File: src/source/umi2tl_pkg.sv
// ~~~~~~~~~~~~~~~~~~~~~~~~~~~~~~~~~~~~~~~~~~~~~~~~~~~~~~~~~~~~~~~~~~~~~~~~~~~~
// Shared codes, widths and payload types for the UMI to TileLink-UH bridge.
// A TileLink beat carries at most TL_BYTES bytes, so a UMI request must fit
// one beat. Atomic type codes follow the UMI specification order.
// ~~~~~~~~~~~~~~~~~~~~~~~~~~~~~~~~~~~~~~~~~~~~~~~~~~~~~~~~~~~~~~~~~~~~~~~~~~~~
package umi2tl_pkg;

    localparam int UMI_AW   = 64;
    localparam int UMI_DW   = 128;
    localparam int TL_DW    = 64;
    localparam int TL_AW    = 56;
    localparam int TL_BYTES = 8;
    localparam int TL_MASKW = 8;

    // UMI opcodes
    localparam logic [4:0] UMI_REQ_READ   = 5'd1;
    localparam logic [4:0] UMI_REQ_WRITE  = 5'd3;
    localparam logic [4:0] UMI_REQ_ATOMIC = 5'd9;
    localparam logic [4:0] UMI_RESP_READ  = 5'd2;
    localparam logic [4:0] UMI_RESP_WRITE = 5'd4;

    // UMI atomic types
    localparam logic [7:0] UMI_ATOMIC_ADD  = 8'd0;
    localparam logic [7:0] UMI_ATOMIC_AND  = 8'd1;
    localparam logic [7:0] UMI_ATOMIC_OR   = 8'd2;
    localparam logic [7:0] UMI_ATOMIC_XOR  = 8'd3;
    localparam logic [7:0] UMI_ATOMIC_MAX  = 8'd4;
    localparam logic [7:0] UMI_ATOMIC_MIN  = 8'd5;
    localparam logic [7:0] UMI_ATOMIC_MAXU = 8'd6;
    localparam logic [7:0] UMI_ATOMIC_MINU = 8'd7;
    localparam logic [7:0] UMI_ATOMIC_SWAP = 8'd8;

    // TileLink A and D opcodes
    localparam logic [2:0] TL_GET             = 3'd4;
    localparam logic [2:0] TL_PUT_FULL        = 3'd0;
    localparam logic [2:0] TL_ARITH           = 3'd2;
    localparam logic [2:0] TL_LOGICAL         = 3'd3;
    localparam logic [2:0] TL_ACCESS_ACK      = 3'd0;
    localparam logic [2:0] TL_ACCESS_ACK_DATA = 3'd1;

    // Atomic params
    localparam logic [2:0] TL_PA_MIN  = 3'd0;
    localparam logic [2:0] TL_PA_MAX  = 3'd1;
    localparam logic [2:0] TL_PA_MINU = 3'd2;
    localparam logic [2:0] TL_PA_MAXU = 3'd3;
    localparam logic [2:0] TL_PA_ADD  = 3'd4;
    localparam logic [2:0] TL_PL_XOR  = 3'd0;
    localparam logic [2:0] TL_PL_OR   = 3'd1;
    localparam logic [2:0] TL_PL_AND  = 3'd2;
    localparam logic [2:0] TL_PL_SWAP = 3'd3;

    // Length for reads and writes, atomic type for atomics
    typedef union packed {
        logic [7:0] len;
        logic [7:0] atype;
    } umi_len_atype_u;

    typedef struct packed {
        logic [15:0]    rest;
        umi_len_atype_u len_atype;
        logic [2:0]     size;
        logic [4:0]     opcode;
    } umi_cmd_t;

    typedef struct packed {
        umi_cmd_t            cmd;
        logic [UMI_AW-1:0]   dstaddr;
        logic [UMI_AW-1:0]   srcaddr;
        logic [UMI_DW-1:0]   data;
    } umi_req_t;

    typedef struct packed {
        logic [2:0]          opcode;
        logic [2:0]          param;
        logic [2:0]          size;
        logic [TL_AW-1:0]    address;
        logic [TL_MASKW-1:0] mask;
        logic [TL_DW-1:0]    data;
    } tl_a_t;

    typedef struct packed {
        logic [2:0]       opcode;
        logic [TL_DW-1:0] data;
    } tl_d_t;

endpackage

File: src/source/umi2tl_a_channel.sv
// ~~~~~~~~~~~~~~~~~~~~~~~~~~~~~~~~~~~~~~~~~~~~~~~~~~~~~~~~~~~~~~~~~~~~~~~~~~~~
// TileLink A-channel formatter. Byte counts other than 1, 2, 4 or 8 are
// not supported and are sent as a full beat. Only the low TL_DW bits of
// the UMI data are used. Unknown UMI opcodes issue a Get.
// ~~~~~~~~~~~~~~~~~~~~~~~~~~~~~~~~~~~~~~~~~~~~~~~~~~~~~~~~~~~~~~~~~~~~~~~~~~~~
`timescale 1ns/100ps

module umi2tl_a_channel (
    input  logic                 clk,
    input  logic                 nreset,
    input  logic                 accept,
    input  umi2tl_pkg::umi_req_t udev_req,
    output logic [2:0]           lane_shift,
    output logic                 tl_a_valid,
    output umi2tl_pkg::tl_a_t    tl_a,
    input  logic                 tl_a_ready
);

    logic [15:0]                          req_bytes;
    logic [2:0]                           beat_size;
    logic [2:0]                           align;
    logic [umi2tl_pkg::TL_MASKW-1:0]      base_mask;
    logic [2:0]                           beat_opcode;
    logic [2:0]                           beat_param;
    logic [umi2tl_pkg::TL_DW-1:0]         beat_data;

    // Atomics move one element, reads and writes len+1 of them
    always_comb begin
        if (udev_req.cmd.opcode == umi2tl_pkg::UMI_REQ_ATOMIC) begin
            req_bytes = 16'd1 << udev_req.cmd.size;
        end else begin
            req_bytes = (16'd1 << udev_req.cmd.size) *
                        (16'(udev_req.cmd.len_atype.len) + 16'd1);
        end
    end

    always_comb begin
        case (req_bytes)
            16'd1: begin
                beat_size = 3'd0;
                base_mask = 8'h01;
                align     = 3'b111;
            end
            16'd2: begin
                beat_size = 3'd1;
                base_mask = 8'h03;
                align     = 3'b110;
            end
            16'd4: begin
                beat_size = 3'd2;
                base_mask = 8'h0f;
                align     = 3'b100;
            end
            default: begin
                beat_size = 3'($clog2(umi2tl_pkg::TL_BYTES));
                base_mask = 8'hff;
                align     = 3'b000;
            end
        endcase
    end

    assign lane_shift = udev_req.dstaddr[2:0] & align;
    assign beat_data  = udev_req.data[umi2tl_pkg::TL_DW-1:0] << {lane_shift, 3'b000};

    always_comb begin
        beat_opcode = umi2tl_pkg::TL_GET;
        beat_param  = 3'd0;
        case (udev_req.cmd.opcode)
            umi2tl_pkg::UMI_REQ_WRITE: beat_opcode = umi2tl_pkg::TL_PUT_FULL;
            umi2tl_pkg::UMI_REQ_ATOMIC: begin
                beat_opcode = umi2tl_pkg::TL_ARITH;
                case (udev_req.cmd.len_atype.atype)
                    umi2tl_pkg::UMI_ATOMIC_ADD:  beat_param = umi2tl_pkg::TL_PA_ADD;
                    umi2tl_pkg::UMI_ATOMIC_MAX:  beat_param = umi2tl_pkg::TL_PA_MAX;
                    umi2tl_pkg::UMI_ATOMIC_MIN:  beat_param = umi2tl_pkg::TL_PA_MIN;
                    umi2tl_pkg::UMI_ATOMIC_MAXU: beat_param = umi2tl_pkg::TL_PA_MAXU;
                    umi2tl_pkg::UMI_ATOMIC_MINU: beat_param = umi2tl_pkg::TL_PA_MINU;
                    umi2tl_pkg::UMI_ATOMIC_AND: begin
                        beat_opcode = umi2tl_pkg::TL_LOGICAL;
                        beat_param  = umi2tl_pkg::TL_PL_AND;
                    end
                    umi2tl_pkg::UMI_ATOMIC_OR: begin
                        beat_opcode = umi2tl_pkg::TL_LOGICAL;
                        beat_param  = umi2tl_pkg::TL_PL_OR;
                    end
                    umi2tl_pkg::UMI_ATOMIC_XOR: begin
                        beat_opcode = umi2tl_pkg::TL_LOGICAL;
                        beat_param  = umi2tl_pkg::TL_PL_XOR;
                    end
                    default: begin
                        beat_opcode = umi2tl_pkg::TL_LOGICAL;
                        beat_param  = umi2tl_pkg::TL_PL_SWAP;
                    end
                endcase
            end
            default: beat_opcode = umi2tl_pkg::TL_GET;
        endcase
    end

    always_ff @(posedge clk or negedge nreset) begin
        if (!nreset) begin
            tl_a_valid <= 1'b0;
        end else if (accept) begin
            tl_a_valid <= 1'b1;
        end else if (tl_a_ready) begin
            tl_a_valid <= 1'b0;
        end
    end

    // Beat held until the slave takes it
    always_ff @(posedge clk) begin
        if (accept) begin
            tl_a.opcode  <= beat_opcode;
            tl_a.param   <= beat_param;
            tl_a.size    <= beat_size;
            tl_a.address <= {udev_req.dstaddr[umi2tl_pkg::TL_AW-1:3], 3'b000};
            tl_a.mask    <= base_mask << lane_shift;
            tl_a.data    <= beat_data;
        end
    end

endmodule

File: src/source/umi2tl_d_channel.sv
// ~~~~~~~~~~~~~~~~~~~~~~~~~~~~~~~~~~~~~~~~~~~~~~~~~~~~~~~~~~~~~~~~~~~~~~~~~~~~
// TileLink D-channel to UMI response. Any D opcode other than AccessAck
// is answered as a read response. D param, sink, denied and corrupt are
// not looked at. resp_done is registered, one cycle after the transfer.
// ~~~~~~~~~~~~~~~~~~~~~~~~~~~~~~~~~~~~~~~~~~~~~~~~~~~~~~~~~~~~~~~~~~~~~~~~~~~~
`timescale 1ns/100ps

module umi2tl_d_channel (
    input  logic                 clk,
    input  logic                 nreset,
    input  logic                 guard_ok,
    input  umi2tl_pkg::umi_req_t saved_req,
    input  logic [2:0]           saved_shift,
    input  logic                 tl_d_valid,
    input  umi2tl_pkg::tl_d_t    tl_d,
    output logic                 tl_d_ready,
    output logic                 udev_resp_valid,
    output umi2tl_pkg::umi_req_t udev_resp,
    input  logic                 udev_resp_ready,
    output logic                 resp_done
);

    logic d_take;
    logic resp_take;

    assign tl_d_ready = guard_ok & (~udev_resp_valid | udev_resp_ready);
    assign d_take     = tl_d_valid & tl_d_ready;
    assign resp_take  = udev_resp_valid & udev_resp_ready;

    always_ff @(posedge clk or negedge nreset) begin
        if (!nreset) begin
            udev_resp_valid <= 1'b0;
            resp_done       <= 1'b0;
        end else begin
            resp_done <= resp_take;
            if (d_take) begin
                udev_resp_valid <= 1'b1;
            end else if (resp_take) begin
                udev_resp_valid <= 1'b0;
            end
        end
    end

    // Addresses swap so the response returns to the requester
    always_ff @(posedge clk) begin
        if (d_take) begin
            udev_resp.cmd.rest      <= saved_req.cmd.rest;
            udev_resp.cmd.len_atype <= saved_req.cmd.len_atype;
            udev_resp.cmd.size      <= saved_req.cmd.size;
            if (tl_d.opcode == umi2tl_pkg::TL_ACCESS_ACK) begin
                udev_resp.cmd.opcode <= umi2tl_pkg::UMI_RESP_WRITE;
            end else begin
                udev_resp.cmd.opcode <= umi2tl_pkg::UMI_RESP_READ;
            end
            udev_resp.dstaddr <= saved_req.srcaddr;
            udev_resp.srcaddr <= saved_req.dstaddr;
            // Bring the lanes back down to byte zero
            udev_resp.data <= umi2tl_pkg::UMI_DW'(tl_d.data >> {saved_shift, 3'b000});
        end
    end

endmodule

File: src/source/umi2tl_np.sv
// ~~~~~~~~~~~~~~~~~~~~~~~~~~~~~~~~~~~~~~~~~~~~~~~~~~~~~~~~~~~~~~~~~~~~~~~~~~~~
// UMI device port to TileLink-UH bridge, one transaction in flight.
// Requests must move a power of two bytes, at most one TileLink beat.
// Posted writes are not supported and must not be sent.
// ~~~~~~~~~~~~~~~~~~~~~~~~~~~~~~~~~~~~~~~~~~~~~~~~~~~~~~~~~~~~~~~~~~~~~~~~~~~~
`timescale 1ns/100ps

module umi2tl_np (
    input  logic                 clk,
    input  logic                 nreset,

    input  logic                 udev_req_valid,
    input  umi2tl_pkg::umi_req_t udev_req,
    output logic                 udev_req_ready,

    output logic                 udev_resp_valid,
    output umi2tl_pkg::umi_req_t udev_resp,
    input  logic                 udev_resp_ready,

    output logic                 tl_a_valid,
    output umi2tl_pkg::tl_a_t    tl_a,
    input  logic                 tl_a_ready,

    input  logic                 tl_d_valid,
    input  umi2tl_pkg::tl_d_t    tl_d,
    output logic                 tl_d_ready
);

    umi2tl_pkg::umi_req_t saved_req;
    logic [2:0]           lane_shift;
    logic [2:0]           saved_shift;
    logic                 guard_ok;
    logic                 resp_done;

    umi2tl_tracker umi2tl_tracker_inst (
        .clk            (clk),
        .nreset         (nreset),
        .udev_req_valid (udev_req_valid),
        .udev_req       (udev_req),
        .lane_shift     (lane_shift),
        .resp_done      (resp_done),
        .req_ready      (udev_req_ready),
        .guard_ok       (guard_ok),
        .saved_req      (saved_req),
        .saved_shift    (saved_shift)
    );

    umi2tl_a_channel umi2tl_a_channel_inst (
        .clk        (clk),
        .nreset     (nreset),
        .accept     (udev_req_valid & udev_req_ready),
        .udev_req   (udev_req),
        .lane_shift (lane_shift),
        .tl_a_valid (tl_a_valid),
        .tl_a       (tl_a),
        .tl_a_ready (tl_a_ready)
    );

    umi2tl_d_channel umi2tl_d_channel_inst (
        .clk             (clk),
        .nreset          (nreset),
        .guard_ok        (guard_ok),
        .saved_req       (saved_req),
        .saved_shift     (saved_shift),
        .tl_d_valid      (tl_d_valid),
        .tl_d            (tl_d),
        .tl_d_ready      (tl_d_ready),
        .udev_resp_valid (udev_resp_valid),
        .udev_resp       (udev_resp),
        .udev_resp_ready (udev_resp_ready),
        .resp_done       (resp_done)
    );

endmodule

File: src/source/umi2tl_tracker.sv
// ~~~~~~~~~~~~~~~~~~~~~~~~~~~~~~~~~~~~~~~~~~~~~~~~~~~~~~~~~~~~~~~~~~~~~~~~~~~~
// Request tracker. Holds off all traffic for two cycles after reset and
// allows a single request in flight. The data field of saved_req is zero.
// ~~~~~~~~~~~~~~~~~~~~~~~~~~~~~~~~~~~~~~~~~~~~~~~~~~~~~~~~~~~~~~~~~~~~~~~~~~~~
`timescale 1ns/100ps

module umi2tl_tracker (
    input  logic                 clk,
    input  logic                 nreset,
    input  logic                 udev_req_valid,
    input  umi2tl_pkg::umi_req_t udev_req,
    input  logic [2:0]           lane_shift,
    input  logic                 resp_done,
    output logic                 req_ready,
    output logic                 guard_ok,
    output umi2tl_pkg::umi_req_t saved_req,
    output logic [2:0]           saved_shift
);

    logic [1:0] guard_q;
    logic       in_flight;
    logic       done_q;
    logic       accept;

    assign guard_ok  = guard_q[1];
    assign req_ready = guard_ok & ~in_flight;
    assign accept    = udev_req_valid & req_ready;

    always_ff @(posedge clk or negedge nreset) begin
        if (!nreset) begin
            guard_q   <= 2'b00;
            in_flight <= 1'b0;
            done_q    <= 1'b0;
        end else begin
            guard_q <= {guard_q[0], 1'b1};
            done_q  <= resp_done;
            if (accept) begin
                in_flight <= 1'b1;
            end else if (done_q) begin
                in_flight <= 1'b0;
            end
        end
    end

    // Metadata for building the response
    always_ff @(posedge clk) begin
        if (accept) begin
            saved_req <= '{cmd:     udev_req.cmd,
                           dstaddr: udev_req.dstaddr,
                           srcaddr: udev_req.srcaddr,
                           data:    '0};
            saved_shift <= lane_shift;
        end
    end

endmodule

File: config.mk
export PLATFORM = sky130hd
export DESIGN_NAME = umi2tl_np
export DESIGN_NICKNAME = d
export VERILOG_FILES = /design/src/source/umi2tl_pkg.sv /design/src/source/umi2tl_a_channel.sv /design/src/source/umi2tl_d_channel.sv /design/src/source/umi2tl_np.sv /design/src/source/umi2tl_tracker.sv
export SDC_FILE = /design/constraint.sdc
export NUM_CORES = 1
export LEC_CHECK = 0
export ABC_AREA = 1
export CAP_MARGIN = 20
export CORE_AREA = 10 10 298 300
export CTS_CLUSTER_DIAMETER = 40
export DETAILED_ROUTE_END_ITERATION = 10
export DIE_AREA = 0 0 308 310
export DONT_BUFFER_PORTS = 1
export SLEW_MARGIN = 20
export SYNTH_ARGS = -nofsm -noshare
export SYNTH_HDL_FRONTEND = slang
export SYNTH_SLANG_ARGS = --single-unit
File: constraint.sdc
create_clock -name clk -period 18.85 [get_ports clk]
set_input_delay 3.77 -clock clk [delete_from_list [all_inputs] [get_ports clk]]
set_output_delay 3.77 -clock clk [all_outputs]
set_load 0.005 [all_outputs]
==> impl_metrics.env <==
export IMPL_cts_buffers=80
export IMPL_finalCritPeriodShare=0.563
export IMPL_design_core_area_um2=82900
export IMPL_rsz0062_at_grt="false"
export IMPL_synthFlopType="edfxtp_1"
export IMPL_grt_pass1_wl_um=103000
export IMPL_slowest_delay_ns=0.69
export IMPL_clkSinkCount=466
export IMPL_netlist_cell_type_count=43
export IMPL_htreeDepth=3
export IMPL_fin_area_um2=25000
export IMPL_finalSetupViolCount=0
export IMPL_power_leakage_uw=0.00955
export IMPL_grt_usage=0.151
export IMPL_crit_type="in -> reg"
export IMPL_ir_worst_vdd_mv=0.0622
export IMPL_initial_core_util=0.263
export IMPL_status="completed"
export IMPL_worst_slew_pin_slew_ns=0.985
export IMPL_dp_cells=2854
export IMPL_async_flop_share=0.0150
export IMPL_dieArea_um2=95500
export IMPL_gp_congestion=0.860
export IMPL_slew_violations=0
export IMPL_grt_remaining_overflow=0
export IMPL_firstDrtPassIters=6
export IMPL_syn_inst=1893
export IMPL_cp_slowest_cell="inv_4"
export IMPL_clkLatencyLatePin_ns=0.64
export IMPL_end_kind="register"
export IMPL_grt_busiest_layer="met2"
export IMPL_cts_tree="yes"
export IMPL_dpl_hpwl_um=58400
export IMPL_critPathBufInv=8
export IMPL_io_buffers=0
export IMPL_grt_max_degree=151
export IMPL_finalSetupTns_ns=0
export IMPL_power_total_uw=2870
export IMPL_postCtsResizedCells=0
export IMPL_critPathTopFamily="adder cells"
export IMPL_syn2layout_area_growth_pct=14.5
export IMPL_use_met1=0.171
export IMPL_post_cts_setup_buffers=0
export IMPL_die_y_um=310
export IMPL_wl_per_cell_um=25.5
export IMPL_cap_viol_max_count=0
export IMPL_final_nets=2298
export IMPL_grt_pass1_vias=13200
export IMPL_first_iter_violations=1419
export IMPL_worstPathArrival_ns=10.94
export IMPL_finClkSkew_ns=0.0370
export IMPL_synth_seq_cells=466
export IMPL_drcViolationCount=0
export IMPL_final_cells=3007
export IMPL_cts_root_buf="clkbuf_16"
export IMPL_synth_edf_count=459
export IMPL_clockBufferDepth=3
export IMPL_dr_total_vias=13900
export IMPL_slew_headroom=0.344
export IMPL_rows=106
export IMPL_antenna_found_initial=13
export IMPL_post_route_min_period_ns=10.61
export IMPL_met3_usage=0.0697
export IMPL_ys_seq_area_frac=0.640
export IMPL_fmax_mhz=94.2
export IMPL_ys_warn_count=0
export IMPL_die_w_um=308
export IMPL_netlist_area_um2=21800
export IMPL_cp_start_kind="input pin"
export IMPL_cts_hold_buffers=0
export IMPL_hold_violations=0
export IMPL_routed_via_density=4.61
export IMPL_pin_count=790
export IMPL_wirelength_um=76600
export IMPL_cp_required_ns=19.17
export IMPL_power_density_nw_per_um2=115
export IMPL_use_met2=0.246
export IMPL_crit_fanout=61
export IMPL_drive_above_1_share=0.0972
export IMPL_place_area_um2=22200
export IMPL_path_clk_slew_ns=0.06
export IMPL_postSynthAreaPerCell_um2=11.5
export IMPL_ant_nets=0
export IMPL_hold_path_class="reg -> reg"
==> power by group <==
part	leakage, uW	internal (uW)	total (uW)	switching (uW)
combinational	0.00393	45.4	183	138
sequential	0.00432	1210	1250	41.3
clock	0.00130	854	1430	575
total	0.00955	2110	2870	754
==> sequential cells by signal, indices dropped and copies added, names as in the netlist <==
name / flops
umi2tl_tracker_inst.saved_shift: 3
umi2tl_d_channel_inst.udev_resp_valid: 1
umi2tl_tracker_inst.guard_q: 2
umi2tl_a_channel_inst.tl_a: 80
umi2tl_tracker_inst.saved_req: 155
umi2tl_tracker_inst.in_flight: 1
umi2tl_a_channel_inst.tl_a_valid: 1
umi2tl_d_channel_inst.udev_resp: 221
umi2tl_tracker_inst.done_q: 1
umi2tl_d_channel_inst.resp_done: 1
==> final cells by class <==
cell class | instances | area, um2
fill | 8262 | 57900
multi-input combinational | 1134 | 6200
clock buffer | 86 | 2020
clock inverter | 63 | 697
timing repair buffer | 16 | 133
antenna | 4 | 10.0
sequential | 466 | 14000
inverter | 158 | 603
tap | 1080 | 1350
==> stage by stage <==
stage / hold slack [ns] / worst slack, ns / util
floorplan: 0.331 / 5.81 / -
global placement: 0.333 / 7.60 / 0.268
detailed placement: 0.335 / 7.59 / 0.268
CTS: 0.346 / 8.27 / 0.301
global route: 0.356 / 7.74 / 0.301
finish: 0.345 / 8.24 / 0.301
==> cells in the final DEF, fill, tap and decap left out, types with 15 or more instances in the layout <==
cell	instances
ha_1	39
buf_4	15
nand3_1	196
o21ai_0	68
nand2_1	441
conb_1	72
mux2i_1	17
inv_1	149
clkbuf_16	80
a21oi_1	26
fa_1	42
edfxtp_1	459
nand4_1	61
nor2_1	110
==> cell usage after synthesis, types with 3 or more instances <==
cell	count	share of area
a21oi_1	26	0.0060
buf_2	24	0.0055
buf_4	132	0.045
buf_6	7	0.0036
clkbuf_1	42	0.0072
clkinv_1	3	0.00052
dfrtp_1	7	0.0080
edfxtp_1	459	0.63
fa_1	42	0.039
ha_1	39	0.022
inv_1	151	0.026
inv_2	3	0.00052
mux2i_1	17	0.0078
nand2_1	441	0.076
nand2_4	3	0.0015
nand3_1	196	0.045
nand3b_1	3	0.0010
nand4_1	61	0.017
nor2_1	110	0.019
nor2_2	3	0.00086
nor3_1	10	0.0023
nor3_2	9	0.0041
o211ai_1	4	0.0014
o21ai_0	68	0.016
o21ai_1	4	0.00092
xnor2_1	4	0.0016
xor2_1	3	0.0012
==> path summary, 6_finish.rpt <==
check,cells past startpoint,startpoint,slack (ns),end
worst max-delay path,32,udev_req[264],8.24,umi2tl_a_channel_inst.tl_a[16]
worst min-delay path,0,umi2tl_d_channel_inst.resp_done,0.35,umi2tl_tracker_inst.done_q
worst max register to register,6,umi2tl_tracker_inst.guard_q[1],15.75,umi2tl_tracker_inst.saved_req[210]
worst min register to register,0,umi2tl_d_channel_inst.resp_done,0.35,umi2tl_tracker_inst.done_q
max in group asynchronous,0,nreset,15.94,umi2tl_tracker_inst.guard_q[0]
min in group asynchronous,0,nreset,2.84,umi2tl_d_channel_inst.udev_resp_valid
==> cells by family after synthesis <==
group / after synthesis / share of synthesized area
DFF: 466 / 0.640
xor gates and xnor gates: 7 / 0.00281
AOI/OAI and AO/OA: 110 / 0.0271
and+or+nand+nor: 847 / 0.172
muxes: 17 / 0.00780
adders and majority gates: 81 / 0.0609
buffers and inverters: 363 / 0.0891
other: 2 / 0.000344
==> routing by layer <==
metal,routed length [um],vias to the layer above
li1,-,6272
met2,36400,767
met1,27800,6660
met5,135,-
met3,9540,136
met4,2680,18
No activity file was read; power rests on OpenSTA's default activity.
